### config.mk
export PLATFORM = sky130hd
export DESIGN_NAME = mem_stage
export DESIGN_NICKNAME = d
export VERILOG_FILES = /design/src/mem_pipe_pkg.sv /design/src/mem_stage.sv
export SDC_FILE = /design/constraint.sdc
export NUM_CORES = 1
export LEC_CHECK = 0
export ABC_AREA = 1
export BUFFER_PORTS_ARGS = -buffer_cell sky130_fd_sc_hd__buf_2
export CORE_AREA = 4 4 214 216
export CTS_CLUSTER_SIZE = 12
export DETAILED_ROUTE_END_ITERATION = 10
export DIE_AREA = 0 0 218 220
export REMOVE_ABC_BUFFERS = 1
export SETUP_SLACK_MARGIN = 0.5
export SYNTH_ARGS = -nofsm -noshare
export SYNTH_HDL_FRONTEND = slang
export SYNTH_SLANG_ARGS = --single-unit
export TNS_END_PERCENT = 1
### constraint.sdc
create_clock -name clk -period 14.9 [get_ports clk]
set_input_delay 1.49 -clock clk [delete_from_list [all_inputs] [get_ports clk]]
set_output_delay 1.49 -clock clk [all_outputs]
set_load 0.05 [all_outputs]
### src/mem_pipe_pkg.sv
package mem_pipe_pkg;

  typedef enum logic [1:0] {
    OP_ALU   = 2'd0,
    OP_LOAD  = 2'd1,
    OP_STORE = 2'd2
  } op_kind_e;

  typedef enum logic [1:0] {
    SIZE_B = 2'd0,
    SIZE_H = 2'd1,
    SIZE_W = 2'd2,
    SIZE_D = 2'd3
  } mem_size_e;

  typedef struct packed {
    op_kind_e    kind;
    mem_size_e   size;
    logic        load_unsigned;
    logic [63:0] base;
    logic [63:0] imm;
    logic [63:0] store_data;
    logic [4:0]  rd;
    logic        rd_wr_ena;
  } issue_t;

  // byte address split into 64-bit word and lane
  typedef struct packed {
    logic [60:0] word_index;
    logic [2:0]  byte_off;
  } mem_addr_t;

  // one word read as an alu result or as a memory address
  typedef union packed {
    logic [63:0] alu_value;
    mem_addr_t   addr;
  } ex_result_u;

  typedef struct packed {
    op_kind_e    kind;
    mem_size_e   size;
    logic        load_unsigned;
    ex_result_u  result;
    logic [63:0] store_data;
    logic [4:0]  rd;
    logic        rd_wr_ena;
    logic        misaligned;
  } ex_to_mem_t;

  typedef struct packed {
    op_kind_e    kind;
    logic [4:0]  rd;
    logic        rd_wr_ena;
    logic [63:0] ex_data;
    logic [63:0] load_data;
    logic        misaligned;
  } mem_to_wb_t;

  typedef struct packed {
    logic [4:0]  rd;
    logic        rd_wr_ena;
    logic [63:0] wr_data;
    logic        misaligned;
  } retire_t;

  typedef struct packed {
    logic        valid;
    logic [4:0]  rd;
    logic        rd_wr_ena;
    logic        is_load;
    logic [63:0] ex_data;
  } forward_t;

  typedef struct packed {
    logic        write;
    logic [63:0] addr;
    mem_size_e   size;
    logic [63:0] wdata;
  } ram_req_t;

endpackage

### src/mem_stage.sv
`timescale 1ns/10ps

module mem_stage (
  input  logic                     clk,
  input  logic                     rst,
  input  logic                     ex_valid,
  input  mem_pipe_pkg::ex_to_mem_t ex_bus,
  output logic                     mem_allowin,
  output logic                     wb_valid,
  output mem_pipe_pkg::mem_to_wb_t wb_bus,
  input  logic                     wb_allowin,
  output mem_pipe_pkg::forward_t   mem_forward,
  output logic                     ram_valid,
  output mem_pipe_pkg::ram_req_t   ram_req,
  input  logic                     ram_ready,
  input  logic [63:0]              ram_rdata
);
  import mem_pipe_pkg::*;

  typedef enum logic [1:0] {
    IDLE = 2'd0,
    ADDR = 2'd1,
    RETN = 2'd2
  } mem_state_e;

  mem_state_e  state;
  mem_state_e  state_next;
  logic        mem_valid;
  ex_to_mem_t  bus_r;
  logic        ready_go;
  logic        accept;
  logic        handshake;
  logic        ex_is_mem;
  logic        r_is_mem;
  logic [5:0]  lane_shift;
  logic [63:0] rdata_shifted;
  logic [63:0] load_ext;
  logic [63:0] load_data;
  logic [63:0] size_mask;

  assign ex_is_mem = ((ex_bus.kind == OP_LOAD) || (ex_bus.kind == OP_STORE)) &&
                     !ex_bus.misaligned;
  assign r_is_mem  = ((bus_r.kind == OP_LOAD) || (bus_r.kind == OP_STORE)) &&
                     !bus_r.misaligned;

  assign ready_go    = !r_is_mem || (state == RETN);
  assign mem_allowin = !mem_valid || (ready_go && wb_allowin);
  assign wb_valid    = mem_valid && ready_go;
  assign accept      = ex_valid && mem_allowin;
  assign handshake   = ram_valid && ram_ready;

  always_ff @(posedge clk) begin
    if (rst) begin
      mem_valid <= 1'b0;
    end else if (mem_allowin) begin
      mem_valid <= ex_valid;
    end
  end

  always_ff @(posedge clk) begin
    if (accept) begin
      bus_r <= ex_bus;
    end
  end

  always_ff @(posedge clk) begin
    if (rst) begin
      state <= IDLE;
    end else begin
      state <= state_next;
    end
  end

  always_comb begin
    state_next = state;
    case (state)
      IDLE: if (accept && ex_is_mem) state_next = ADDR;
      ADDR: if (handshake) state_next = RETN;
      // back to back memory ops skip idle
      RETN: if (wb_allowin) state_next = (accept && ex_is_mem) ? ADDR : IDLE;
      default: state_next = IDLE;
    endcase
  end

  always_comb begin
    case (bus_r.size)
      SIZE_B:  size_mask = 64'h0000_0000_0000_00ff;
      SIZE_H:  size_mask = 64'h0000_0000_0000_ffff;
      SIZE_W:  size_mask = 64'h0000_0000_ffff_ffff;
      default: size_mask = 64'hffff_ffff_ffff_ffff;
    endcase
  end

  assign lane_shift = {bus_r.result.addr.byte_off, 3'b000};

  assign ram_valid     = (state == ADDR);
  assign ram_req.write = (bus_r.kind == OP_STORE);
  assign ram_req.addr  = bus_r.result.alu_value;
  assign ram_req.size  = bus_r.size;
  assign ram_req.wdata = (bus_r.store_data & size_mask) << lane_shift;

  // bring the addressed lane down to bit 0
  assign rdata_shifted = ram_rdata >> lane_shift;

  always_comb begin
    case (bus_r.size)
      SIZE_B: load_ext = bus_r.load_unsigned ? {56'b0, rdata_shifted[7:0]}
                                             : {{56{rdata_shifted[7]}}, rdata_shifted[7:0]};
      SIZE_H: load_ext = bus_r.load_unsigned ? {48'b0, rdata_shifted[15:0]}
                                             : {{48{rdata_shifted[15]}}, rdata_shifted[15:0]};
      SIZE_W: load_ext = bus_r.load_unsigned ? {32'b0, rdata_shifted[31:0]}
                                             : {{32{rdata_shifted[31]}}, rdata_shifted[31:0]};
      default: load_ext = rdata_shifted;
    endcase
  end

  always_ff @(posedge clk) begin
    if (handshake) begin
      load_data <= load_ext;
    end
  end

  assign wb_bus.kind       = bus_r.kind;
  assign wb_bus.rd         = bus_r.rd;
  assign wb_bus.rd_wr_ena  = bus_r.rd_wr_ena;
  assign wb_bus.ex_data    = bus_r.result.alu_value;
  assign wb_bus.load_data  = load_data;
  assign wb_bus.misaligned = bus_r.misaligned;

  // write enable as writeback will see it
  assign mem_forward.valid     = mem_valid;
  assign mem_forward.rd        = bus_r.rd;
  assign mem_forward.rd_wr_ena = bus_r.rd_wr_ena && (bus_r.kind != OP_STORE) &&
                                 !bus_r.misaligned;
  assign mem_forward.is_load   = (bus_r.kind == OP_LOAD);
  assign mem_forward.ex_data   = bus_r.result.alu_value;

endmodule

; Word-level counts from Yosys, hierarchy flattened
; Index checks and enable logic that the tools add are counted.
[totals]
output_inout_bits = 343
input_bits = 209
register_bits = 207
wordCells = 56
[classes]
n_bitwise = 1
reduce_logical = 20
mux = 10
eq_ne = 12
shift = 2
[ops]
columns = op, n
row1 = $pmux W64 S3, 2
row2 = $mux W64, 3
row3 = $and A64 B64 Y64, 1
row4 = $shl A64 B6 Y64, 1
row5 = $shr A64 B6 Y64, 1
row6 = $logic_and A1 B1 Y1, 9
row7 = $eq A2 B1 Y1 const B, 4
row8 = $eq A2 B2 Y1 const B, 4
row9 = $mux W2, 3
row10 = $ne A2 B2 Y1 const B, 3
row11 = $pmux W2 S3, 1
row12 = $logic_not A1 Y1, 4
row13 = $logic_not A2 Y1, 2
row14 = $logic_or A1 B1 Y1, 4
row15 = $reduce_and A3 Y1, 1
row16 = $ne A2 B1 Y1 const B, 1
row17 = $mux W1, 1

; Depth between registers and ports, before layout
[depth]
depth_word = 12
ltp_mapped = 12
ltp_nobuf = 9

; Worst setup path after synthesis
; OpenSTA, ideal clock, no wires.
[synth_timing]
path_type = input -> register
startpoint = input port wb_allowin
endpoint = register bus_r[10] (netlist bit), enable pin
arrival_ps = 8321
path_buffers = 0
cell_stages = 2
setup_ps = 687
setup_slack_ps = 5892
required_ps = 14213
cell_sequence = nand2_1 a21oi_1
[synth_between]
elab_chain_cells = 3
[synth_rtl]
columns = element, line_no
row1 = from (decl), mem_stage.sv:11  ; input logic wb_allowin,
row2 = $logic_and A1 B1 Y1, mem_stage.sv:47  ; assign mem_allowin = !mem_valid || (ready_go && wb_allowin);
row3 = $logic_or A1 B1 Y1, mem_stage.sv:47
row4 = $logic_and A1 B1 Y1, mem_stage.sv:49  ; assign accept = ex_valid && mem_allowin;
row5 = net accept, mem_stage.sv:31  ; logic accept;
row6 = to (signal assigned), mem_stage.sv:62  ; bus_r <= ex_bus;
row7 = to (decl), mem_stage.sv:29  ; ex_to_mem_t bus_r;
; The timed path passes the listed nets, and every way through them passes these cells.
; A chain may end at the register's enable or synchronous reset.

==> metrics.yaml <==
track_usage_pct: 17.9
powerDensity_mw_per_mm2: 120
required_ns: 13.41
layout-drive-gt1-share_pct: 37.6
startpoint_type: "register"
wl_mm: 45.8
endpoint: "ram_req[48]"
power_leakage_nw: 6.72
area_growth_pct: 19.0
cts_buffer_depth: 3
coreArea_mm2: 0.0439
initialDrtViolationCount: 883
avgSynthCellArea_um2: 8.95
die-area_mm2: 0.0480
die_x_um: 218
setup_violations: 0
final_net_count: 1873
p_switching_mw: 0.622
vias: 10725
fin_crit_sh_pct: 34.2
drtPass1Iterations: 6
period_needed_ns: 5.10
antenna_found_initial: 9
finalMaxSlewViolations: 0
final_cells: 2276
grt_pass1_wl_mm: 65.2
cts_setup_buffers: 0
root_buffer: "clkbuf_16"
combPwrFrac_pct: 25.0
drc: 0
hold_viol: 0
dp_hpwl_mm: 34.2
grt_max_degree: 73
hold_class: "reg -> reg"
cts-htree-levels: 1
cp-end-kind: "primary output"
setup_slack_ns: 9.80
ys_types: 35
insertion_delay_ns: 0.56
yosysSeqAreaShare_pct: 50.5
cap_viol_max_count: 0
worstPathMaxFanout: 27
sw_frac_of_total_pct: 35.5
fp.dieH_um: 220
ff2ff_setup_slack_ns: 10.62
initial_core_util_pct: 27.9
gr-total-overflow: 0
worstPathArrival_ns: 3.61
ant_nets: 0
clk_pin_slew_ns: 0.06
ir_drop_mv: 0.101
ys_ff_latch: 207
rows: 77
dp.cells: 2226
seq_power_share_pct: 39.9
viasPerCell: 4.71
grt_setup_unrepaired: "no"
cts-resized-gates: 0
reg2reg_depth: 11
routabilityCongestion: 0.898
cp-startpoint: "ram_req[64]"
yosys_warnings: 0
path_class: "reg -> out"
syn_inst: 1370
relSlewSlack_pct: 25.0
grt_pass1_vias: 10028
cts_hold_buf: 0
routedWlPerCell_um: 20.1
r2r_start: "mem_forward[0]"
internal-power_mw: 1.13
fin_tns_setup_ns: 0
fmaxAchievable_mhz: 196
io_pins: 552
timing.rr.end: "load_data[29]"
syn_area_mm2: 0.0123
tightest_slew_ns: 1.12
cts_num_sinks: 207
skew_ns: 0.0237
dp_worst_setup_slack_ns: 10.27
numCtsBuffers: 26
cts_tree: "done"
outcome: "finished, final reports clean"
io_buffers: 551
pwr-share-clk_pct: 35.2
-- cells in the final DEF, fill, tap and decap left out, drive strengths merged, types with 6 or more instances in the layout --
| cell | n |
|---|---|
| o21ai | 138 |
| nand4 | 35 |
| nor2 | 70 |
| nand2 | 370 |
| a21oi | 25 |
| inv | 49 |
| a31oi | 7 |
| edfxtp | 204 |
| nand3 | 115 |
| nor3 | 11 |
| o211ai | 22 |
| buf | 566 |
| clkinv | 12 |
| clkbuf | 29 |
| or2 | 6 |
-- stage by stage --
stage	power, mW	hold slack [ns]	util (%)	instance area, um^2
after CTS	1.78	0.564	33.2	14600
after detailed placement	1.15	0.553	31.3	13800
after floorplan	1.02	0.549	-	10100
after global placement	1.15	0.530	31.3	13800
final	1.75	0.559	33.2	14600
after global routing	1.83	0.588	33.2	14600
-- cells in the mapped netlist --
library cell,count,area [um^2]
nor3_1,11,55.1
buf_6,18,203
nor2_1,70,263
o21ai_0,101,505
buf_4,215,1610
buf_12,1,20.0
a21oi_1,24,120
a31oi_1,7,43.8
inv_2,3,11.3
o21ai_2,5,43.8
o211ai_1,22,165
buf_1,5,18.8
buf_2,32,160
clkbuf_1,31,116
o21bai_1,2,15.0
o21ai_1,32,160
o31ai_1,4,30.0
o21a_1,1,7.51
nand3_2,1,10.0
dfxtp_1,3,60.1
nand3_4,2,35.0
a21oi_4,1,16.3
nand2_1,364,1370
inv_1,44,165
nand2_2,6,37.5
a21boi_1,1,7.51
nand4_1,35,219
clkinv_1,1,3.75
mux2i_1,2,20.0
a21boi_0,1,7.51
nand3_1,112,561
edfxtp_1,204,6130
nor3b_1,1,7.51
or2_2,6,37.5
ha_1,2,25.0
-- cells by family (layout without fill, tap and decap cells) --
kind of cell	Yosys count	count (layout)	share of synthesized area [%]
AND/OR/NAND/NOR	608	608	21.1
buffers and inverters	350	661	18.9
flip-flops	207	207	50.5
AO/OA/AOI/OAI	201	201	9.16
adder cells (fa/ha/maj)	2	2	0.204
multiplexers	2	2	0.163
other	0	3	0
-- per-layer routing --
layer / up-vias / GRT usage (%) / part of all wire (%)
met2: 543 / 30.7 / 49
met3: 84 / 4.54 / 8.8
met5: - / 0 / 0.17
met1: 5051 / 22.1 / 39
met4: 12 / 6.09 / 3.3
li1: 5035 / - / -
-- worst min-delay path by stage --
stage	startpoint	end	slack, ns	cells after the start
final	state[1]	state[0]	0.56	3
after global routing	state[1]	state[0]	0.59	3
after CTS	state[1]	state[0]	0.56	3
after detailed placement	state[1]	state[0]	0.55	3
after global placement	state[1]	state[0]	0.53	3
after floorplan	state[1]	state[1]	0.55	4
-- flip-flops by register name (all words and copies together), names as in the netlist --
register	cells
mem_valid	1
wb_bus	4
state	2
mem_forward	69
ram_req	2
bus_r	65
load_data	64
-- worst max-delay path: stages (launching register included) --
cell	delay, ns
edfxtp_1	0.58
nand2_1	0.54
clkinv_1	0.88
a21oi_1	0.43
nand2_1	0.08
nand3_1	0.08
o21ai_0	0.16
buf_2	0.30
-- power groups by stage --
stage	registers, mW	clock network [mW]	logic [mW]
final	0.699	0.617	0.438
after global routing	0.702	0.657	0.468
after CTS	0.700	0.638	0.441
after detailed placement	0.712	0	0.440
after global placement	0.711	0	0.439
after floorplan	0.851	0	0.164
-- cell type report --
cell class,count,area (um^2)
flip-flops and latches,207,6190
fillers,4569,29300
multi-input cells,813,3770
clock inverters,18,165
clock buffers,29,662
inverters,48,185
diodes,3,7.51
repair buffers,566,2870
well taps,592,741
No activity file was read; power rests on OpenSTA's default activity.
