<file path="config.mk">
export PLATFORM = sky130hd
export DESIGN_NAME = wb_stage
export DESIGN_NICKNAME = d
export VERILOG_FILES = /design/src/mem_pipe_pkg.sv /design/src/wb_stage.sv
export SDC_FILE = /design/constraint.sdc
export NUM_CORES = 1
export LEC_CHECK = 0
export ABC_AREA = 0
export BUFFER_PORTS_ARGS = -buffer_cell sky130_fd_sc_hd__buf_2
export CORE_ASPECT_RATIO = 1.5
export CORE_MARGIN = 3
export CORE_UTILIZATION = 39
export CTS_BUF_LIST = sky130_fd_sc_hd__clkbuf_8
export CTS_CLUSTER_SIZE = 16
export DETAILED_ROUTE_END_ITERATION = 10
export PLACE_DENSITY = 0.78
export SYNTH_ARGS = -nofsm -noshare
export SYNTH_HDL_FRONTEND = slang
export SYNTH_SLANG_ARGS = --single-unit
</file>
<file path="constraint.sdc">
create_clock -name clk -period 2.5 [get_ports clk]
set_input_delay 0.125 -clock clk [delete_from_list [all_inputs] [get_ports clk]]
set_output_delay 0.125 -clock clk [all_outputs]
set_load 0.02 [all_outputs]
</file>
<file path="src/mem_pipe_pkg.sv">
package mem_pipe_pkg;

  typedef enum logic [1:0] {
    OP_ALU   = 2'd0,
    OP_LOAD  = 2'd1,
    OP_STORE = 2'd2
  } op_kind_e;

  typedef enum logic [1:0] {
    SIZE_B = 2'd0,
    SIZE_H = 2'd1,
    SIZE_W = 2'd2,
    SIZE_D = 2'd3
  } mem_size_e;

  typedef struct packed {
    op_kind_e    kind;
    mem_size_e   size;
    logic        load_unsigned;
    logic [63:0] base;
    logic [63:0] imm;
    logic [63:0] store_data;
    logic [4:0]  rd;
    logic        rd_wr_ena;
  } issue_t;

  // byte address split into 64-bit word and lane
  typedef struct packed {
    logic [60:0] word_index;
    logic [2:0]  byte_off;
  } mem_addr_t;

  // one word read as an alu result or as a memory address
  typedef union packed {
    logic [63:0] alu_value;
    mem_addr_t   addr;
  } ex_result_u;

  typedef struct packed {
    op_kind_e    kind;
    mem_size_e   size;
    logic        load_unsigned;
    ex_result_u  result;
    logic [63:0] store_data;
    logic [4:0]  rd;
    logic        rd_wr_ena;
    logic        misaligned;
  } ex_to_mem_t;

  typedef struct packed {
    op_kind_e    kind;
    logic [4:0]  rd;
    logic        rd_wr_ena;
    logic [63:0] ex_data;
    logic [63:0] load_data;
    logic        misaligned;
  } mem_to_wb_t;

  typedef struct packed {
    logic [4:0]  rd;
    logic        rd_wr_ena;
    logic [63:0] wr_data;
    logic        misaligned;
  } retire_t;

  typedef struct packed {
    logic        valid;
    logic [4:0]  rd;
    logic        rd_wr_ena;
    logic        is_load;
    logic [63:0] ex_data;
  } forward_t;

  typedef struct packed {
    logic        write;
    logic [63:0] addr;
    mem_size_e   size;
    logic [63:0] wdata;
  } ram_req_t;

endpackage

</file>
<file path="src/wb_stage.sv">
`timescale 1ns/10ps

module wb_stage (
  input  logic                     clk,
  input  logic                     rst,
  input  logic                     wb_valid,
  input  mem_pipe_pkg::mem_to_wb_t wb_bus,
  output logic                     wb_allowin,
  output logic                     retire_valid,
  output mem_pipe_pkg::retire_t    retire,
  input  logic                     retire_allowin
);
  import mem_pipe_pkg::*;

  retire_t retire_next;
  logic    is_load;

  assign is_load = (wb_bus.kind == OP_LOAD) && !wb_bus.misaligned;

  always_comb begin
    retire_next.rd         = wb_bus.rd;
    // stores and faulting ops never write the register file
    retire_next.rd_wr_ena  = wb_bus.rd_wr_ena && (wb_bus.kind != OP_STORE) &&
                             !wb_bus.misaligned;
    retire_next.wr_data    = is_load ? wb_bus.load_data : wb_bus.ex_data;
    retire_next.misaligned = wb_bus.misaligned;
  end

  assign wb_allowin = !retire_valid || retire_allowin;

  always_ff @(posedge clk) begin
    if (rst) begin
      retire_valid <= 1'b0;
    end else if (wb_allowin) begin
      retire_valid <= wb_valid;
    end
  end

  // record held while the consumer stalls
  always_ff @(posedge clk) begin
    if (wb_valid && wb_allowin) begin
      retire <= retire_next;
    end
  end

endmodule

</file>
* Word-level counts from Yosys, hierarchy flattened
Index checks and enable logic that the tools add are counted.
W data, S select, Z words.
** Word-level totals
- Logic and storage cells :: 15
- Register bits after elaboration :: 72
** Operators by class
- Equal/unequal tests :: 2
- Reductions and logical operators :: 7
- Multiplexer cells :: 1
** Operators by type and width (number)
- $mux W64 :: 1
- $logic_and A1 B1 Y1 :: 4
- $eq A2 B1 Y1 const B :: 1
- $logic_not A1 Y1 :: 2
- $ne A2 B2 Y1 const B :: 1
- $logic_or A1 B1 Y1 :: 1

* Depth between registers and ports, before layout
Gate-level depths: netlist (run 1).
- Depth in word-level cells :: 3
- Gate-level depth with buffers :: 4

* Least setup slack after synthesis (run 1)
Ideal clock, no wire load.
- Kind :: reg-to-reg
- Start :: register retire_valid
- End :: register retire[0] in the netlist's numbering, enable pin
- Buffers on the path :: 0
- Cell stages (with the launch flop) :: 3
- Data required time :: 2.063 ns
- Data arrival time :: 2.322 ns
- Path slack :: -0.258 ns
- Cell sequence :: dfxtp_1 nand2b_1 and2_1
** On the way
- Cells in the longest elaborated chain, start to end :: 3
** RTL lines
- start: declaration :: line wb_stage.sv:9 : output logic retire_valid,
- start signal: assignment :: line wb_stage.sv:35 : retire_valid <= wb_valid;
- $logic_not A1 Y1 :: line wb_stage.sv:29 : assign wb_allowin = !retire_valid || retire_allowin;
- $logic_or A1 B1 Y1 :: line wb_stage.sv:29
- net wb_allowin :: line wb_stage.sv:8 : output logic wb_allowin,
- $logic_and A1 B1 Y1 :: line wb_stage.sv:41 : if (wb_valid && wb_allowin) begin
- end signal: assignment :: line wb_stage.sv:42 : retire <= retire_next;
- end: declaration :: line wb_stage.sv:10 : output mem_pipe_pkg::retire_t retire,
The timed path passes the listed nets, and every way through them passes these cells.
A chain may end at the register's enable or synchronous reset.

* Worst setup path in the final report (run 1)
- Start :: register retire_valid
- End :: register retire[67] in the netlist's numbering, enable pin
** On the way
- Cells in the longest elaborated chain, start to end :: 3
** RTL lines (line)
- $logic_not A1 Y1 :: wb_stage.sv:29
- $logic_or A1 B1 Y1 :: wb_stage.sv:29
- $logic_and A1 B1 Y1 :: wb_stage.sv:41
No other way between the ends.

==> metrics, run 1 <==
port bufs around 210; worst-skew pair later-pin latency approximately 0.34 ns; post-synthesis cell count 150; # Max-Cap Violations 0; CTS resizes 0; type of the worst setup path reg -> reg; Placeable Area 0.00811 mm2; fraction of power spent switching nets 23.1%; part of the cycle the worst path needs about three fifths; GRT Total Usage ~15%; CTS HTree Levels 3; Net Count, Synth slightly below 300; Routed WL per cell 15.2 um; worst reg-to-reg path cell count 3; drt drc 0; number of global-route vias before repair 2,219; Buf+Inv Stages, Crit Path 1; transition time at the pin with the least slew margin around 0.51 ns; critical register-to-register path startpoint retire_valid$_SDFFE_PP0P_; Power Internal 2.11 mW; WL final around 7400 um; grt total ovfl 0; Worst Hold Endpoint retire[0]$_DFFE_PP_; outcome finished clean; leakage power figure roughly 2.1 nW; unrepaired setup endpoints after global routing false; floorplan die area roughly 0.0096 mm2; number of clock sinks between 70 and 80; initial detailed-routing violation count 55; number of register bits inferred by synthesis 72; IO Pins about 210; worst reg2reg setup slack 0.97 ns; # rows 40; first-pass GRT wire length roughly 11,000 um; sw power between 600 and 700 uW; Post-CTS Setup Repair Bufs 0; minimum clock period after layout between 1.5 and 2 ns; combinational fraction of design power between 15 and 20%; number of endpoints with negative hold slack in the final report 0; Clock Power Share 30.0%; Layout area overhead 41.3%; Final ANT Viol Nets 0; worst voltage drop across the vdd grid roughly 0.36 mV; final clock skew 0.00566 ns; min-delay worst type in -> reg; Worst-path clk slew 0.06 ns; Seq/Total Area, Yosys about two thirds; starting utilization of the core area about two fifths; number of inserted diodes 0; standard cell with the maximum stage delay on the critical path and2_4; crit-path leading delay family simple AND/OR/NAND/NOR gates; Die Ht ~120 um; maximum number of pins on one net before global-route repair 65; final setup violation count 0; capture instance of the worst register-to-register path retire[67]$_DFFE_PP_; Netlist Area Pre-Place around 0.0033 mm2; kind of capture point of the worst setup path flop; buffer depth of the longest clock path 2; average via count per standard cell 4.51; length of the first detailed-routing pass in iterations 4; Max-slew headroom roughly two thirds; Startpoint Class flop; Final Wtd Congestion about 0.73; worst endpoint data arrival time 1.56 ns; dpl hpwl around 5600 um; cells traversed along the worst timing path nand2b_1 -> and2_4 -> buf_12; count of nets after finishing 516; TritonCTS clock tree done; total count of max-transition violations in the final report 0; final core occ a little under three fifths; HP Start wb_bus[0]; Synth Warn # 0; worst hold path cell count 1; total CTS buffers 9; root cell of the clock tree clkbuf_8; total via count in the routed design between 2,000 and 2,500; final sum of negative setup slack 0 ns; # hold bufs at CTS 6; die width roughly 81 um; achievable clock frequency around 650 MHz; P per Cell Area about 590 mW/mm2; antenna violations before repair 0; Max FO, Critical Path 37; power share of the sequential group 52.5%; syn_area_per_cell between 20 and 25 um2; worst endpoint required time approximately 2.5 ns; slowest stage delay, CP 0.46 ns; share of layout cells above drive strength 1 between 70% and 80%; library cells used by synthesis 13
-- cell families after synthesis --
family | after synthesis | share of synthesized area, %
flops | 72 | 65.7
simple gates | 5 | 1.18
buf+inv | 8 | 4.12
compound gates | 1 | 0.153
mux | 64 | 28.9
-- Yosys cell counts --
master | number | share of area, %
a21oi_1 | 1 | 0.15
and2_1 | 1 | 0.19
buf_12 | 6 | 3.7
buf_6 | 1 | 0.34
dfxtp_1 | 1 | 0.61
edfxtp_1 | 71 | 65
inv_1 | 1 | 0.11
mux2_2 | 4 | 1.4
mux2_4 | 60 | 27
nand2b_1 | 1 | 0.19
nor2b_1 | 1 | 0.19
nor3b_1 | 1 | 0.23
nor3b_2 | 1 | 0.38
-- metrics by stage --
step | cell area, um2 | hold WS, ns | cells | setup WS, ns | power, mW
3_5_place_dp | 4390 | 0.288 | 463 | 0.914 | 1.95
6_report | 4630 | 0.0376 | 485 | 0.966 | 2.75
4_1_cts | 4630 | 0.00731 | 485 | 0.965 | 2.79
2_1_floorplan | 3280 | 0.194 | 150 | 0.510 | 1.75
5_1_grt | 4630 | 0.0123 | 485 | 0.884 | 2.88
3_3_place_gp | 4390 | 0.284 | 463 | 0.949 | 1.93
-- cells in the final DEF, fill, tap and decap left out, drive strengths merged --
master	instances
a21oi	1
and2	1
buf	215
bufinv	1
clkbuf	9
clkinv	5
dfxtp	1
dlygate4sd3	6
edfxtp	71
inv	2
mux2	64
nand2b	1
nor2b	1
nor3b	2
-- final cells by class --
cell class / instances / area, um2
inverter: 1 / 3.75
clock inverter: 7 / 53.8
multi-input combinational: 70 / 998
timing repair buffer: 221 / 1170
clock buffer: 9 / 124
tap: 105 / 131
sequential: 72 / 2150
fill: 685 / 3480
-- worst register-to-register path, stage by stage (launching register included) --
cell      delay, ns
dfxtp_1        0.32
nand2b_1       0.12
and2_4         0.46
buf_12         0.30
-- worst max path at each step --
stage                                          from              endpoint  slack [ns]  depth (start not counted)
after floorplan           retire_valid$_SDFFE_PP0P_   retire[0]$_DFFE_PP_        0.51                          2
after global placement                  wb_bus[136]  retire[63]$_DFFE_PP_        0.95                          4
after detailed placement                wb_bus[136]  retire[64]$_DFFE_PP_        0.91                          4
after CTS                 retire_valid$_SDFFE_PP0P_  retire[67]$_DFFE_PP_        0.96                          3
after global routing      retire_valid$_SDFFE_PP0P_  retire[67]$_DFFE_PP_        0.88                          3
final                     retire_valid$_SDFFE_PP0P_  retire[67]$_DFFE_PP_        0.97                          3
-- power by group through the flow --
stage / logic [mW] / registers [mW] / clock network, mW
after global routing: 0.516 / 1.45 / 0.913
after floorplan: 0.175 / 1.58 / 0
after detailed placement: 0.480 / 1.47 / 0
after CTS: 0.489 / 1.44 / 0.863
final: 0.482 / 1.44 / 0.824
after global placement: 0.468 / 1.47 / 0
-- sequential cells by signal, indices dropped and copies added (netlist names) --
name          flops
retire           71
retire_valid      1
-- routing by layer --
metal	part of all wire [%]	vias up	GRT usage, %	wire length [um]
met5	0	-	0	0
met4	3.6	0	11.1	262
met3	9.6	19	5.41	708
met2	55	136	27.0	4060
met1	32	1001	14.3	2320
li1	-	1033	-	-
No activity file was read; power rests on OpenSTA's default activity.
==> run 2, diff against run 1 <==
- ABC_AREA: 0 -> 1
- CORE_UTILIZATION: 39 -> 43
- PLACE_DENSITY: 0.78 -> 0.82
- clock period: 2.5 -> 1.6 ns (I/O delays scaled with it)
==> metrics, run 2 <==
outcome finished clean (unchanged); largest registers in the final layout retire: 71 flops, retire_valid: 1 flops (unchanged); fill cell total of the finished layout 529 (was 685); CTS HTree Levels 3 (unchanged); port bufs 213 (unchanged); unrepaired setup endpoints after global routing false (unchanged); number of clock sinks 72 (unchanged); number of global-route vias before repair 3,352 (was 2,219); initial detailed-routing violation count 256 (was 55); most common library cell in the layout ignoring fill and taps buf_2 (unchanged); EDFF count, synth 71 (unchanged); number of endpoints with negative hold slack in the final report 0 (unchanged); antenna violations before repair 0 (unchanged); sequential cell area 0.00216 mm2 (was 0.00215 mm2); floorplan die area 0.00867 mm2 (was 0.00956 mm2); Seq/Total Area, Yosys 66.1% (was 65.7%); TritonCTS clock tree done (unchanged); register with the highest flop count retire (unchanged); buffer depth of the longest clock path 2 (unchanged); GRT Total Usage 24.8% (was 15.5%); count of nets after finishing 702 (was 516); root cell of the clock tree clkbuf_8 (unchanged); minimum clock period after layout 1.42 ns; post-placement setup slack 0.395 ns (was 0.914 ns); # rows 38 (was 40); top library cells by usage in the layout, fill and taps aside buf_2 (213), nand2_1 (129), edfxtp_1 (71), nand4_1 (64), dlygate4sd3_1 (56) (was buf_2 (213), edfxtp_1 (71), mux2_4 (60), clkbuf_8 (9), dlygate4sd3_1 (6)); worst endpoint required time 1.81 ns (was 2.53 ns); Placeable Area 0.00727 mm2 (was 0.00811 mm2); post-synthesis cell count 301 (was 150); total count of max-transition violations in the final report 0 (unchanged); crit-path leading delay family buffers and inverters (was simple AND/OR/NAND/NOR gates); kind of capture point of the worst setup path flop (unchanged); number of inserted diodes 0 (unchanged); transition time at the pin with the least slew margin 0.641 ns (was 0.508 ns); slowest stage delay, CP 0.52 ns (was 0.46 ns); IO Pins 214 (unchanged); total CTS buffers 9 (unchanged); multi-input logic area 925 um2 (was 998 um2); leakage power figure 2.47 nW (was 2.14 nW); total via count in the routed design 3,387 (was 2,189); Buf+Inv Stages, Crit Path 4 (was 1); Die Ht 113 um (was 118 um); P per Cell Area 848 mW/mm2 (was 594 mW/mm2); Routed WL per cell 16.2 um (was 15.2 um); Max FO, Critical Path 64 (was 37); Netlist Area Pre-Place 0.00326 mm2 (was 0.00328 mm2); Worst-path clk slew 0.07 ns (was 0.06 ns); Max-slew headroom 57.3% (was 66.1%); cell types with the highest counts after synthesis nand2_1 (129), edfxtp_1 (71), nand4_1 (64) (was edfxtp_1 (71), mux2_4 (60), buf_12 (6)); final clock skew 0.00379 ns (was 0.00566 ns); fraction of synthesized cell area taken by the top area cell type 65.5% (was 65.1%); worst endpoint data arrival time 1.63 ns (was 1.56 ns); Net Count, Synth 442 (was 291); Cells after DPL 594 (was 463); biggest area contributors in the synthesized netlist edfxtp_1 (65%), nand2_1 (15%), nand4_1 (12%) (was edfxtp_1 (65%), mux2_4 (27%), buf_12 (3.7%)); starting utilization of the core area 44.8% (was 40.4%); CP most frequent cell nand2_1; Synth Warn # 0 (unchanged); cells traversed along the worst timing path dlygate4sd3_1 -> buf_2 -> inv_2 -> nand3_2 -> buf_4 -> nand2_1 -> nand2_1 (was nand2b_1 -> and2_4 -> buf_12); Final ANT Viol Nets 0 (unchanged); # Max-Cap Violations 0 (unchanged); number of register bits inferred by synthesis 72 (unchanged); Worst Setup Slack, final 0.182 ns (was 0.966 ns); library cells used by synthesis 14 (was 13); Startpoint Class input pin (was flop); final setup violation count 0 (unchanged); post-synthesis async set-or-reset flop share 0% (unchanged); Final Wtd Congestion 0.784 (was 0.734); area leader, netlist edfxtp_1 (unchanged); achievable clock frequency ~710 MHz; maximum number of pins on one net before global-route repair 72 (was 65); first-pass GRT wire length 16,500 um (was 10,700 um); length of the first detailed-routing pass in iterations 4 (unchanged); grt total ovfl 0 (unchanged); worst-skew pair later-pin latency 0.34 ns (about the same); syn_area_per_cell 10.8 um2 (was 21.8 um2); number of flip-flops under the largest register name 71 (unchanged); dominant synthesized flop cell edfxtp_1 (unchanged); share of layout cells above drive strength 1 41.7% (was 76.8%); dpl hpwl 6700 um (was 5610 um); average via count per standard cell 5.09 (was 4.51); min-delay worst type in -> reg (unchanged); number of standard cells in the final layout excluding fillers 666 (was 485); cell with the most instances after synthesis nand2_1 (was edfxtp_1); standard cell with the maximum stage delay on the critical path dlygate4sd3_1 (was and2_4); die width 77.0 um (was 80.8 um); part of the cycle the worst path needs between 80% and 90%; Layout area overhead 56.0% (was 41.3%); worst voltage drop across the vdd grid 0.636 mV (was 0.363 mV); type of the worst setup path in -> reg (was reg -> reg); WL final 10,800 um (was 7360 um); drt drc 0 (unchanged)
run 2: changes by cell type after synthesis, moves of 2 or more:
cell	delta
nand2_1	+129
nand4_1	+64
mux2_4	-60
buf_2	+17
buf_12	-6
buf_4	+4
buf_6	+4
mux2_2	-4
inv_2	+2
run 2: final cells by class:
cell class / instances / area share [%]
clock buffers: 9 / 2.44
clock inverters: 7 / 0.567
inverters: 4 / 0.296
multi-input cells: 198 / 18.2
flip-flops and latches: 72 / 42.5
well taps: 100 / 2.46
repair buffers: 276 / 33.6
run 2: worst paths after layout:
| path | startpoint | to | slack, ns | cells after the start |
|---|---|---|---|---|
| setup / recovery | wb_bus[0] | retire[43]$_DFFE_PP_ | 0.18 | 7 |
| hold / removal | wb_bus[66] | retire[2]$_DFFE_PP_ | 0.02 | 3 |
| setup reg to reg | retire_valid$_SDFFE_PP0P_ | retire[54]$_DFFE_PP_ | 0.40 | 2 |
| hold reg to reg | retire_valid$_SDFFE_PP0P_ | retire_valid$_SDFFE_PP0P_ | 0.53 | 2 |
run 2: worst min-delay path, cell delays in order:
cell,delay [ns]
buf_2,0.09
nand2_1,0.05
nand2_1,0.04
run 2: timing repair:
| item | 4_1_cts | 5_1_grt |
|---|---|---|
| endpoints found under the hold margin | 56 | 0 |
| resized for setup | 0 | 0 |
| setup buffers | 0 | 0 |
| setup endpoints to repair | 0 | 0 |
| hold buffers | 56 | 0 |
run 2: cells by family after synthesis:
family	after synthesis	synth area share [%]
and+or+nand+nor	195	27.6
DFF	72	66.1
buffers and inverters	31	5.84
AOI/OAI and AO/OA	3	0.461
run 2: metal layers:
| metal | GRT usage, % | wire length, um | vias up |
|---|---|---|---|
| li1 | - | - | 1602 |
| met4 | 18.2 | 619 | 0 |
| met2 | 43.8 | 5720 | 214 |
| met3 | 4.65 | 778 | 51 |
| met1 | 26.2 | 3680 | 1520 |
| met5 | 0 | 0 | - |
run 2: metrics by stage:
step | utilization (%) | hold slack, ns | power [mW] | TNS [ns] | area (um2)
after floorplan | - | 0.139 | 2.72 | -28.62 | 3270
after global placement | 60.0 | 0.233 | 3.04 | 0 | 4360
after detailed placement | 60.0 | 0.232 | 3.06 | 0 | 4360
after CTS | 69.8 | 0.000527 | 4.32 | 0 | 5080
after global routing | 69.8 | 0.00965 | 4.47 | 0 | 5080
final | 69.8 | 0.0164 | 4.31 | 0 | 5080
run 2: power breakdown:
| part | total (mW) | internal, mW | leakage [nW] | switching, mW |
|---|---|---|---|---|
| clock network | 1.16 | 0.530 | 0.0804 | 0.635 |
| registers | 2.26 | 2.23 | 0.699 | 0.0319 |
| logic | 0.877 | 0.370 | 1.69 | 0.507 |
| total | 4.31 | 3.13 | 2.47 | 1.17 |
