[config.mk]
export PLATFORM = sky130hd
export DESIGN_NAME = agu_stage
export DESIGN_NICKNAME = d
export VERILOG_FILES = /design/src/mem_pipe_pkg.sv /design/src/agu_stage.sv
export SDC_FILE = /design/constraint.sdc
export NUM_CORES = 1
export LEC_CHECK = 0
export BUFFER_PORTS_ARGS = -buffer_cell sky130_fd_sc_hd__buf_2
export CAP_MARGIN = 10
export CELL_PAD_IN_SITES_DETAIL_PLACEMENT = 0
export CELL_PAD_IN_SITES_GLOBAL_PLACEMENT = 1
export CORE_MARGIN = 2
export CORE_UTILIZATION = 33
export DETAILED_ROUTE_END_ITERATION = 16
export PLACE_DENSITY = 0.78
export SYNTH_ARGS = -nofsm -noshare
export SYNTH_HDL_FRONTEND = slang
export SYNTH_SLANG_ARGS = --single-unit
export TNS_END_PERCENT = 20
[constraint.sdc]
create_clock -name clk -period 5.4 [get_ports clk]
set_input_delay 1.35 -clock clk [delete_from_list [all_inputs] [get_ports clk]]
set_output_delay 1.35 -clock clk [all_outputs]
set_load 0.01 [all_outputs]
[src/mem_pipe_pkg.sv]
package mem_pipe_pkg;

  typedef enum logic [1:0] {
    OP_ALU   = 2'd0,
    OP_LOAD  = 2'd1,
    OP_STORE = 2'd2
  } op_kind_e;

  typedef enum logic [1:0] {
    SIZE_B = 2'd0,
    SIZE_H = 2'd1,
    SIZE_W = 2'd2,
    SIZE_D = 2'd3
  } mem_size_e;

  typedef struct packed {
    op_kind_e    kind;
    mem_size_e   size;
    logic        load_unsigned;
    logic [63:0] base;
    logic [63:0] imm;
    logic [63:0] store_data;
    logic [4:0]  rd;
    logic        rd_wr_ena;
  } issue_t;

  // byte address split into 64-bit word and lane
  typedef struct packed {
    logic [60:0] word_index;
    logic [2:0]  byte_off;
  } mem_addr_t;

  // one word read as an alu result or as a memory address
  typedef union packed {
    logic [63:0] alu_value;
    mem_addr_t   addr;
  } ex_result_u;

  typedef struct packed {
    op_kind_e    kind;
    mem_size_e   size;
    logic        load_unsigned;
    ex_result_u  result;
    logic [63:0] store_data;
    logic [4:0]  rd;
    logic        rd_wr_ena;
    logic        misaligned;
  } ex_to_mem_t;

  typedef struct packed {
    op_kind_e    kind;
    logic [4:0]  rd;
    logic        rd_wr_ena;
    logic [63:0] ex_data;
    logic [63:0] load_data;
    logic        misaligned;
  } mem_to_wb_t;

  typedef struct packed {
    logic [4:0]  rd;
    logic        rd_wr_ena;
    logic [63:0] wr_data;
    logic        misaligned;
  } retire_t;

  typedef struct packed {
    logic        valid;
    logic [4:0]  rd;
    logic        rd_wr_ena;
    logic        is_load;
    logic [63:0] ex_data;
  } forward_t;

  typedef struct packed {
    logic        write;
    logic [63:0] addr;
    mem_size_e   size;
    logic [63:0] wdata;
  } ram_req_t;

endpackage

[src/agu_stage.sv]
`timescale 1ns/10ps

module agu_stage (
  input  logic                     clk,
  input  logic                     rst,
  input  logic                     issue_valid,
  input  mem_pipe_pkg::issue_t     issue,
  output logic                     issue_allowin,
  output logic                     ex_valid,
  output mem_pipe_pkg::ex_to_mem_t ex_bus,
  input  logic                     mem_allowin
);
  import mem_pipe_pkg::*;

  logic [63:0] eff_addr;
  logic        is_mem;
  logic        misaligned;
  ex_to_mem_t  ex_next;

  assign eff_addr = issue.base + issue.imm;
  assign is_mem   = (issue.kind == OP_LOAD) || (issue.kind == OP_STORE);

  // offset must be a multiple of the access size
  always_comb begin
    case (issue.size)
      SIZE_H:  misaligned = is_mem && eff_addr[0];
      SIZE_W:  misaligned = is_mem && (|eff_addr[1:0]);
      SIZE_D:  misaligned = is_mem && (|eff_addr[2:0]);
      default: misaligned = 1'b0;
    endcase
  end

  always_comb begin
    ex_next.kind          = issue.kind;
    ex_next.size          = issue.size;
    ex_next.load_unsigned = issue.load_unsigned;
    ex_next.store_data    = issue.store_data;
    ex_next.rd            = issue.rd;
    ex_next.rd_wr_ena     = issue.rd_wr_ena;
    ex_next.misaligned    = misaligned;
    if (is_mem) begin
      ex_next.result.addr.word_index = eff_addr[63:3];
      ex_next.result.addr.byte_off   = eff_addr[2:0];
    end else begin
      // alu ops carry their result in base
      ex_next.result.alu_value = issue.base;
    end
  end

  // free when empty or when the memory stage takes the op
  assign issue_allowin = !ex_valid || mem_allowin;

  always_ff @(posedge clk) begin
    if (rst) begin
      ex_valid <= 1'b0;
    end else if (issue_allowin) begin
      ex_valid <= issue_valid;
    end
  end

  always_ff @(posedge clk) begin
    if (issue_valid && issue_allowin) begin
      ex_bus <= ex_next;
    end
  end

endmodule

; After elaboration in Yosys (flattened, before gate mapping)
; Cells that the tools add are included.
[classes]
add_sub_neg = 1
n_mul = 0
n_div = 0
magnitude_cmp = 0
eq_ne = 5
n_shift = 0
n_mux = 2
bitwise_logic = 0
reduce_logical = 9
[ops]
columns = operator, n
row1 = 64-bit adder, 1
row2 = 64-bit two-way mux, 1
row3 = 2-bit == test (second input constant), 3
row4 = 2-bit by 1-bit == test with 1-bit output (second input constant), 2
row5 = 1-bit logical AND, 4
row6 = 1-bit case mux with 3 select lines, 1
row7 = 3-bit OR reduction, 1
row8 = 1-bit logical OR, 2
row9 = 2-bit OR reduction, 1
row10 = 1-bit zero test, 1
[word_totals]
reg_bits = 141
latchBits = 0
ramBits = 0
rom_bits = 0
inputBits = 207
out_inout_bits = 142
word_cells = 26
mem_count = 0

; Logic depth before layout (Yosys ltp)
; Gate-level depths: netlist (run 1).
[depth]
ltp_word = 4
mapped_depth = 14
depth_no_buf = 14

; Worst setup path before layout (run 1)
; Ideal clock, no wire load.
[synth_path]
path_kind = input-to-reg
startpoint = input port mem_allowin
endpoint = register ex_bus[0] in the netlist's numbering (enable)
setup_ns = 0.517
arrival_ns = 4.779
required_time_ns = 4.883
slack_ns = 0.104
cell_stages = 2
n_path_buf = 0
cell_sequence = nand2b_1 > and2_1
[synth_via]
elab_chain_cells = 2
[synth_rtl]
columns = item, line
row1 = "start, declared", agu_stage.sv:11  ; input logic mem_allowin
row2 = 1-bit logical OR, agu_stage.sv:51  ; assign issue_allowin = !ex_valid || mem_allowin;
row3 = 1-bit logical AND, agu_stage.sv:62  ; if (issue_valid && issue_allowin) begin
row4 = "end signal, assigned", agu_stage.sv:63  ; ex_bus <= ex_next;
row5 = "end, declared", agu_stage.sv:10  ; output mem_pipe_pkg::ex_to_mem_t ex_bus,
; Every way passes these cells.
; A chain may end at the register's enable or synchronous reset.

==> results.md, run 1 <==
- Outcome: finished clean
- Vias per cell: 5.11
- Io pins: 349
- Worst Hold Path Cells: 2
- Clock Skew: 12.4 ps
- RePlAce Congestion: 0.887
- Post-CTS sizing: 0
- Final HPWL DP: 22.5 mm
- First-pass GRT wire length: 42.1 mm
- 1st-pass router iterations: 6
- EDFF count, synth: 140
- Hold endpoint: ex_valid
- Total CTS buffers: 17
- CP dominant cell by count: o21ai_1
- Fmax: 0.221 GHz
- Cell area after layout: 11400 um^2
- Synth Net Count: 1140
- Synth area leaders: edfxtp_1 47%, ha_1 8.8%, a21oi_1 7.0%
- Post-route clock period utilization: 0.839
- Non-filler instance count after layout: 1550
- Nets: 1465
- Root Buffer: clkbuf_16
- WL per Instance: 18.1 um
- Post-Syn Area: 8920 um^2
- Most instantiated cells after synthesis: 140 x edfxtp_1, 125 x a21oi_1, 81 x nor2_1
- Post-synthesis sequential area ratio: 0.473
- Worst vdd ir: 0.155 mV
- Max_cap viols: 0
- Port Buf Inserts: 348
- Unique masters post-synth: 68
- Crit path max-delay cell type: a2111oi_0
- Grt total ovfl: 0
- Global Route Usage Sum: 0.192
- Placed cell area: 10800 um^2
- Final setup violating endpoints: 0
- Row count: 60
- CTS tree: done
- Cell taking the most area after synthesis: edfxtp_1
- Primary FF master, synth: edfxtp_1
- Core area: 26700 um^2
- Antenna violations before repair: 5
- Layout area overhead: 27.7%
- Clock transition at path regs: 70 ps
- Met1 WL: 11.3 mm
- Max_slew headroom: 0.353
- Total power: 3.38 mW
- Remaining DRCs: 0
- Leakage: 4.94 nW
- PD cells: 296 nW/um^2
- Setup slack after layout: 869 ps
- Synthesized flop and latch total: 141
- Final hold violations: 0
- Initial Util: 0.334
- Post-CTS Setup Inserts: 0
- WS Path Type: in2reg
- Type of origin of the critical path: input pin
- Yosys top cell area share: 0.471
- Worst r2r src: ex_valid
- Req. time, crit path: 5570 ps
- Detailed-route via count: 7925
- Hold-fix buffers, CTS: 0
- R2R cell count: 3
- Placement Setup Slack: 390 ps
- Number of routed nets with antenna violations: 0
- DR iter-0 viols: 501
- Syn Inst Count: 869
- Asr flop ratio synth: 0
- Hold Startpoint: ex_valid
- Clock tree buffer depth: 2
- Top sig layer: met5
- Setup TNS Final: 0 ps
- Die extent in y: 168 um
- Max incr delay on CP: 430 ps
- Dpl cells: 1516
- Layout cells sized above 1: 0.336
- Cell with the most instances after synthesis: edfxtp_1
- Post-Route WL: 28.1 mm
- Routed length on met3: 2.24 mm
- Finished Core Util: 0.426
- Unrepaired setup endpoints after global routing: no
- Largest net degree at the start of global routing: 77
- Die area: 28400 um^2
- R2r setup slk: 3340 ps
- Clk sink count: 141
- Clk Latency, worst-skew pair: 420 ps
- Bufs and invs on worst path: 2
- Max-slew violation count: 0
- Hold_ws: 530 ps
- DR WL met2: 14.0 mm
- Top cell family by delay on the critical path: compound AO/OA/AOI/OAI gates
- Number of global-route vias before repair: 7708
- Reg2reg end: ex_bus[91]
- CTS H-tree lvls: 4
- Worst-Margin Slew: 966 ps
- Width of the die: 168 um
- HP Class: reg2reg
- Crit-path max FO: 5
- Worst path cell trace: buf_2 -> ha_1 -> inv_1 -> fa_1 -> and2b_1 -> o21ai_1 -> a21oi_1 -> o21ai_0 -> a2111oi_0 -> nor2_1 -> o21a_1 -> o21ai_2 -> o21ai_1 -> a21o_1 -> a31o_2
- Synth warn: 0
- Final min period: 4530 ps
- Mean Syn Cell Area: 10.3 um^2
- Arrival @ worst endpoint: 4700 ps
- Setup crit end kind: flip-flop
==> power by group <==
group          total, mW  internal (mW)  switching (mW)
clock network       1.16          0.614           0.547
registers           1.35           1.33          0.0240
logic              0.863          0.348           0.516
total               3.38           2.29            1.09
==> per-layer routing <==
| metal | vias to the layer above | GRT usage |
|---|---|---|
| met2 | 297 | 0.345 |
| met1 | 3709 | 0.227 |
| li1 | 3883 | - |
| met4 | 4 | 0.0532 |
| met3 | 32 | 0.0498 |
| met5 | - | 0 |
==> registers in the layout, indices dropped and copies added, names as in the netlist <==
| name | flops |
|---|---|
| ex_valid | 1 |
| ex_bus | 140 |
==> worst reg2reg max path, stage by stage (launching register included) <==
cell and delay, ps:
dfxtp_1 310, nand2b_1 110, and2_4 770, buf_12 460
==> layout by cell type (no fill, tap or decap), drive strengths merged, types with 2 or more instances in the layout <==
cell      n
ha       63
nor2b     8
nand3b    2
nor3     12
a221o     2
inv      28
o21ai    61
clkbuf   17
nand3    16
o22ai     2
edfxtp  140
nor2     81
nor4b     2
a41oi     5
nand2    73
diode     2
o21a     10
a31o      2
nand4    23
and3      5
a21boi    5
a31oi     7
o31ai     3
nand2b    8
a211oi    6
buf     353
o211ai    5
clkinv    6
a21o     34
a21oi   125
o21bai   13
or3       3
nor4      3
nand4b    2
or4       2
and2      5
xor2     28
xnor2    31
==> how the worst max path moves through the flow <==
stage	start	to	slack, ps	cells past startpoint
after floorplan	mem_allowin	ex_bus[0]	100	2
after global placement	issue[134]	ex_bus[131]	520	15
after detailed placement	issue[134]	ex_bus[131]	390	15
after CTS	issue[134]	ex_bus[131]	830	15
after global routing	issue[134]	ex_bus[125]	650	15
final	issue[134]	ex_bus[125]	870	15
==> cells by family after synthesis <==
group	synth area share
compound gates	0.196
simple gates	0.134
flops	0.473
fa+ha+maj	0.0906
mux	0.00112
buf+inv	0.0479
xor+xnor	0.0579
==> final cells by class <==
class / instances / area (um^2)
Inverter: 20 / 75.1
Timing Repair Buffer: 353 / 1790
Multi-Input combinational cell: 661 / 4300
Clock buffer: 17 / 425
Fill cell: 2655 / 15300
Tap cell: 341 / 427
Antenna cell: 2 / 5.00
Clock inverter: 15 / 148
Sequential cell: 141 / 4220
Power figures use the tool's default switching activity.
==> inputs of run 2 (changes only) <==
==> constraint.sdc (replaced) <==
create_clock -name clk -period 3.7 [get_ports clk]
set_input_delay 0.925 -clock clk [delete_from_list [all_inputs] [get_ports clk]]
set_output_delay 0.925 -clock clk [all_outputs]
set_load 0.01 [all_outputs]
==> results.md, run 2 (synthesis results as in run 1) <==
- Max_slew headroom: 0.513 (was 0.353)
- Most frequent cells in the layout: 348 x buf_2, 140 x edfxtp_1, 124 x a21oi_1, 109 x buf_4, 80 x nor2_1 (was 348 x buf_2, 140 x edfxtp_1, 125 x a21oi_1, 81 x nor2_1, 72 x nand2_1)
- Crit-path max FO: 4 (was 5)
- Max-slew violation count: 0 (unchanged)
- Met3 usage: 0.0491 (was 0.0498)
- Switching pwr: 1.65 mW (was 1.09 mW)
- Final hold violations: 0 (unchanged)
- Number of global-route vias before repair: 8259 (was 7708)
- Placement Setup Slack: -567 ps (was 390 ps)
- WL per Instance: 17.5 um (was 18.1 um)
- Die area: 28400 um^2 (unchanged)
- CTS H-tree lvls: 4 (unchanged)
- Top flop regs: ex_bus: 140 flops, ex_valid: 1 flops (unchanged)
- Largest net degree at the start of global routing: 62 (was 77)
- Sequential share of power: 0.380 (was 0.400)
- Setup crit end kind: flip-flop (unchanged)
- Switching Fraction: 0.319 (was 0.322)
- PD cells: 422 nW/um^2 (was 296 nW/um^2)
- Global Route Usage Sum: 0.200 (was 0.192)
- Row count: 60 (unchanged)
- Die extent in y: 168 um (unchanged)
- Worst vdd ir: 0.251 mV (was 0.155 mV)
- Power Internal: 3.54 mW (was 2.29 mW)
- Type of origin of the critical path: input pin (unchanged)
- Nets: 1572 (was 1465)
- Gate power share: 0.273 (was 0.256)
- Met1 Use GR: 0.238 (was 0.227)
- Final min period: 3550 ps
- Met2 usage in global routing: 0.362 (was 0.345)
- Initial Util: 0.334 (unchanged)
- HP Class: reg2reg (unchanged)
- Worst-Margin Slew: 729 ps (was 966 ps)
- Grt total ovfl: 0 (unchanged)
- Clock power share: 0.347 (was 0.344)
- Largest register FFs: 140 (unchanged)
- Number of routed nets with antenna violations: 0 (unchanged)
- Width of the die: 168 um (unchanged)
- CTS tree: done (unchanged)
- Clock Skew: 8.89 ps (was 12.4 ps)
- RePlAce Congestion: 0.876 (was 0.887)
- WS Path Type: in2reg (unchanged)
- Final HPWL DP: 23.4 mm (was 22.5 mm)
- Fillers: 2590 (was 2655)
- Root Buffer: clkbuf_16 (unchanged)
- Setup slack after layout: 152 ps (was 869 ps)
- Layout cells sized above 1: 0.395 (was 0.336)
- Clock transition at path regs: 70 ps (about the same)
- DR iter-0 viols: 519 (was 501)
- Non-filler instance count after layout: 1656 (was 1550)
- Fmax: 0.282 GHz
- Antenna violations before repair: 3 (was 5)
- Remaining DRCs: 0 (unchanged)
- Post-route clock period utilization: 0.959
- Detailed-route via count: 8280 (was 7925)
- Clock tree buffer depth: 2 (unchanged)
- Max_cap viols: 0 (unchanged)
- Most crowded layer after global routing: met2 (unchanged)
- Unrepaired setup endpoints after global routing: yes (was no)
- 1st-pass router iterations: 5 (was 6)
- Vias per cell: 5.00 (was 5.11)
- Post-Route WL: 29.1 mm (was 28.1 mm)
- Top reg by flops: ex_bus (unchanged)
- Layout area overhead: 37.7% (was 27.7%)
- Leakage: 5.49 nW (was 4.94 nW)
- Arrival @ worst endpoint: 3720 ps (was 4700 ps)
- Outcome: finished clean (unchanged)
- First-pass GRT wire length: 43.9 mm (was 42.1 mm)
- Port Buf Inserts: 348 (unchanged)
- Most common cell after layout, fill and taps aside: buf_2 (unchanged)
- Io pins: 349 (unchanged)
- Final setup violating endpoints: 0 (unchanged)
- Core area: 26700 um^2 (unchanged)
- Total CTS buffers: 17 (unchanged)
- Dpl cells: 1623 (was 1516)
- Clk sink count: 141 (unchanged)
- Req. time, crit path: 3870 ps (was 5570 ps)
- Clk Latency, worst-skew pair: 420 ps (about the same)
## run 2: per-stage QoR
stage	TNS [ps]	hold slack [ps]	cell area [um^2]	power (mW)	utilization
floorplan	-79.4	593	8930	2.84	-
global placement	-6060	498	11600	3.40	0.436
detailed placement	-7460	514	11600	3.41	0.436
CTS	0	527	12300	5.23	0.458
global route	-2.39	583	12300	5.45	0.460
finish	0	529	12300	5.19	0.460
## run 2: routing by layer
metal | share of wire | wire length, um
met1 | 0.41 | 11800
met2 | 0.51 | 14700
met3 | 0.073 | 2120
met4 | 0.014 | 399
met5 | 0.00045 | 13
## run 2: final timing paths
check	from	endpoint	cells past startpoint	slack, ps
setup / recovery	issue[136]	ex_bus[134]	13	150
hold / removal	ex_valid	ex_valid	2	530
setup reg to reg	ex_valid	ex_bus[91]	3	2110
hold reg to reg	ex_valid	ex_valid	2	530
## run 2: what timing repair did
item,in CTS,in global routing
hold buffers,0,0
pin swaps,0,4
cloned,0,0
setup buffers,0,0
setup endpoints to repair,3,12
resized for setup,3,7
## run 2: layout make-up
class / instances / area (um^2) / share of cell area
clock inverter: 15 / 168 / 0.0136
timing repair buffer: 460 / 2620 / 0.213
multi-input combinational: 661 / 4340 / 0.354
inverter: 20 / 75.1 / 0.00611
clock buffer: 17 / 425 / 0.0346
sequential: 141 / 4220 / 0.344
tap: 341 / 427 / 0.0347
antenna: 1 / 2.50 / 0.000204
## run 2: power by group through the flow
| stage | clock network (mW) | logic [mW] | registers, mW |
|---|---|---|---|
| 6_report | 1.80 | 1.42 | 1.97 |
| 4_1_cts | 1.84 | 1.42 | 1.97 |
| 2_1_floorplan | 0 | 0.752 | 2.08 |
| 5_1_grt | 1.90 | 1.57 | 1.98 |
| 3_3_place_gp | 0 | 1.40 | 2.01 |
| 3_5_place_dp | 0 | 1.41 | 2.00 |
## run 2: worst max-delay path, stage by stage
cell and delay [ps]:
buf_2 110, ha_1 340, o21ai_1 120, o211ai_1 220, nand3_1 210, a211oi_2 340
nor3_4 110, o2111ai_2 230, o211ai_2 180, or4_4 590, nand2_1 100, o221ai_2 90
xor2_1 160
==> inputs of run 3 (changes only) <==
--- a/config.mk
+++ b/config.mk
@@ -5,6 +5,7 @@
 export SDC_FILE = /design/constraint.sdc
 export NUM_CORES = 1
 export LEC_CHECK = 0
+export ABC_AREA = 1
 export BUFFER_PORTS_ARGS = -buffer_cell sky130_fd_sc_hd__buf_2
 export CAP_MARGIN = 10
 export CELL_PAD_IN_SITES_DETAIL_PLACEMENT = 0
@@ -12,7 +13,7 @@
 export CORE_MARGIN = 2
 export CORE_UTILIZATION = 33
 export DETAILED_ROUTE_END_ITERATION = 16
-export PLACE_DENSITY = 0.78
+export PLACE_DENSITY = 0.79
 export SYNTH_ARGS = -nofsm -noshare
 export SYNTH_HDL_FRONTEND = slang
 export SYNTH_SLANG_ARGS = --single-unit
==> results.md, run 3 <==
- Outcome: finished clean (unchanged)
- Post-Syn Area: 10900 um^2 (was 8920 um^2)
- Post-synthesis sequential area ratio: 0.386 (was 0.473)
- Nets: 2213 (was 1572)
- Unrepaired setup endpoints after global routing: no (was yes)
- Leakage: 7.52 nW (was 5.49 nW)
- EDFF count, synth: 140 (unchanged)
- Asr flop ratio synth: 0 (unchanged)
- Most instantiated cells after synthesis: 660 x nand2_1, 299 x inv_1, 140 x edfxtp_1 (was 140 x edfxtp_1, 125 x a21oi_1, 81 x nor2_1)
- Dpl cells: 2365 (was 1623)
- Detailed-route via count: 10835 (was 8280)
- Most common cell after layout, fill and taps aside: nand2_1 (was buf_2)
- Switching pwr: 1.74 mW (was 1.65 mW)
- Number of routed nets with antenna violations: 0 (unchanged)
- Syn Inst Count: 1583 (was 869)
- Total power: 5.11 mW (was 5.19 mW)
- Worst vdd ir: 0.329 mV (was 0.251 mV)
- Largest net degree at the start of global routing: 93 (was 62)
- Top flop regs: ex_bus: 140 flops, ex_valid: 1 flops (unchanged)
- Number of global-route vias before repair: 10327 (was 8259)
- Non-filler instance count after layout: 2396 (was 1656)
- Vias per cell: 4.52 (was 5.00)
- Req. time, crit path: 3910 ps (was 3870 ps)
- Global Route Usage Sum: 0.228 (was 0.200)
- Cell area after layout: 13800 um^2 (was 12300 um^2)
- Placement Setup Slack: 474 ps (was -567 ps)
- First-pass GRT wire length: 57.8 mm (was 43.9 mm)
- HP Class: reg2reg (unchanged)
- Hold-fix buffers, CTS: 0 (unchanged)
- Largest register FFs: 140 (unchanged)
- Finished Core Util: 0.423 (was 0.460)
- WS Path Type: in2reg (unchanged)
- Clock power share: 0.324 (was 0.347)
- Crit-path max FO: 4 (unchanged)
- DR iter-0 viols: 713 (was 519)
- Fillers: 3531 (was 2590)
- Final setup violating endpoints: 0 (unchanged)
- Adder-cell area share of the yosys netlist: 0.0739 (was 0.0906)
- Worst-Margin Slew: 526 ps (was 729 ps)
- Synth Net Count: 1854 (was 1140)
- Power Internal: 3.37 mW (was 3.54 mW)
- Synthesized flop and latch total: 141 (unchanged)
- Setup crit end kind: flip-flop (unchanged)
- Max-slew violation count: 0 (unchanged)
- Cell taking the most area after synthesis: edfxtp_1 (unchanged)
- Cell with the most instances after synthesis: nand2_1 (was edfxtp_1)
- Die extent in y: 186 um (was 168 um)
- Final hold violations: 0 (unchanged)
- Mean Syn Cell Area: 6.91 um^2 (was 10.3 um^2)
- CTS tree: done (unchanged)
- Grt total ovfl: 0 (unchanged)
- Primary FF master, synth: edfxtp_1 (unchanged)
- Clock Skew: 10.4 ps (was 8.89 ps)
- Synth area leaders: edfxtp_1 38%, nand2_1 23%, inv_1 10% (was edfxtp_1 47%, ha_1 8.8%, a21oi_1 7.0%)
- Layout area overhead: 26.2% (was 37.7%)
- Compound-Gate Fraction of Synth Area: 0.0383 (was 0.196)
- Sequential share of power: 0.383 (was 0.380)
- Final HPWL DP: 33.1 mm (was 23.4 mm)
- CTS H-tree lvls: 4 (unchanged)
- Layout cells sized above 1: 0.248 (was 0.395)
- Final min period: 2740 ps (was 3550 ps)
- Clk Latency, worst-skew pair: 450 ps (was 420 ps)
- Type of origin of the critical path: input pin (unchanged)
- Yosys top cell area share: 0.384 (was 0.471)
- Clock tree buffer depth: 2 (unchanged)
- Port Buf Inserts: 348 (unchanged)
- Fmax: 0.365 GHz (was 0.282 GHz)
- Post-Route WL: 39.3 mm (was 29.1 mm)
- Setup TNS Final: 0 ps (unchanged)
- Initial Util: 0.335 (was 0.334)
- Die area: 34600 um^2 (was 28400 um^2)
- Main combinational cell family by area after synthesis: simple AND/OR/NAND/NOR gates (was compound AO/OA/AOI/OAI gates)
- PD cells: 370 nW/um^2 (was 422 nW/um^2)
- Switching Fraction: 0.341 (was 0.319)
- WL per Instance: 16.4 um (was 17.5 um)
- Clk sink count: 141 (unchanged)
- Io pins: 349 (unchanged)
- Top reg by flops: ex_bus (unchanged)
- Max_cap viols: 0 (unchanged)
- Total CTS buffers: 17 (unchanged)
- Post-route clock period utilization: 0.741 (was 0.959)
- Gate power share: 0.293 (was 0.273)
- Clock transition at path regs: 70 ps (about the same)
- Width of the die: 186 um (was 168 um)
- Post-CTS sizing: 0 (was 3)
- Most frequent cells in the layout: 660 x nand2_1, 348 x buf_2, 297 x inv_1, 140 x edfxtp_1, 88 x nor2_1 (was 348 x buf_2, 140 x edfxtp_1, 124 x a21oi_1, 109 x buf_4, 80 x nor2_1)
- Placed cell area: 13300 um^2 (was 11600 um^2)
- Post-CTS Setup Inserts: 0 (unchanged)
- 1st-pass router iterations: 5 (unchanged)
- Max_slew headroom: 0.649 (was 0.513)
- Core area: 32600 um^2 (was 26700 um^2)
- Hold_ws: 533 ps (was 529 ps)
- Diode count: 0 (was 1)
- Row count: 66 (was 60)
- Remaining DRCs: 0 (unchanged)
- Setup slack after layout: 958 ps (was 152 ps)
- Post-synthesis mux area share: 0 (was 0.00112)
- Antenna violations before repair: 0 (was 3)
- Simple-Gate Fraction of Synth Area: 0.361 (was 0.134)
- Synth warn: 0 (unchanged)
- RePlAce Congestion: 0.977 (was 0.876)
- Unique masters post-synth: 35 (was 68)
- Arrival @ worst endpoint: 2950 ps (was 3720 ps)
- Post-Synth XOR/XNOR Area: 0.0248 (was 0.0579)
- Root Buffer: clkbuf_16 (unchanged)
run 3: power groups by stage:
stage / logic, mW / clock network, mW / registers [mW]
2_1_floorplan: 0.846 / 0 / 2.06
3_5_place_dp: 1.50 / 0 / 1.99
5_1_grt: 1.68 / 1.75 / 1.97
4_1_cts: 1.51 / 1.70 / 1.96
3_3_place_gp: 1.50 / 0 / 1.99
6_report: 1.50 / 1.66 / 1.96
run 3: worst max-delay path, stage by stage:
cell     delay (ps)
buf_2           110
ha_1            210
inv_1            90
fa_1            410
inv_1           100
nand3_1         110
nand2_4         120
nand2_1          60
nand2_2         100
nand2_1          70
nand2_2         100
nand2_1          80
nand2_2         140
nand2_1          90
nand2_1          60
nand2_1          50
nand3_1          70
nand2_1          50
run 3: metal layers:
layer	part of all wire	wire length [um]	vias to the layer above	track usage
li1	-	-	5592	-
met1	0.44	17300	4850	0.291
met2	0.48	18700	360	0.392
met3	0.061	2410	33	0.0372
met4	0.021	844	0	0.0712
met5	0	0	-	0
run 3: worst paths after layout:
kind / startpoint / to / slack, ps / cells after the start
min reg2reg: ex_valid / ex_valid / 530 / 2
min: ex_valid / ex_valid / 530 / 2
max reg2reg: ex_valid / ex_bus[94] / 2210 / 2
max: issue[134] / ex_bus[117] / 960 / 18
run 3: layout make-up:
cell class                      instances  area, um^2  share of cell area
Clock buffer                           18         429              0.0311
Multi-Input combinational cell       1107        5470               0.396
Tap cell                              442         553              0.0400
Timing Repair Buffer                  353        1820               0.132
Sequential cell                       141        4220               0.306
Clock inverter                         13         116             0.00842
Inverter                              322        1210              0.0875
run 3: kinds of logic after synthesis:
| family | after synthesis |
|---|---|
| DFF | 141 |
| buffers and inverters | 335 |
| AOI/OAI and AO/OA | 81 |
| xor gates and xnor gates | 31 |
| and+or+nand+nor | 931 |
| adders and majority gates | 64 |
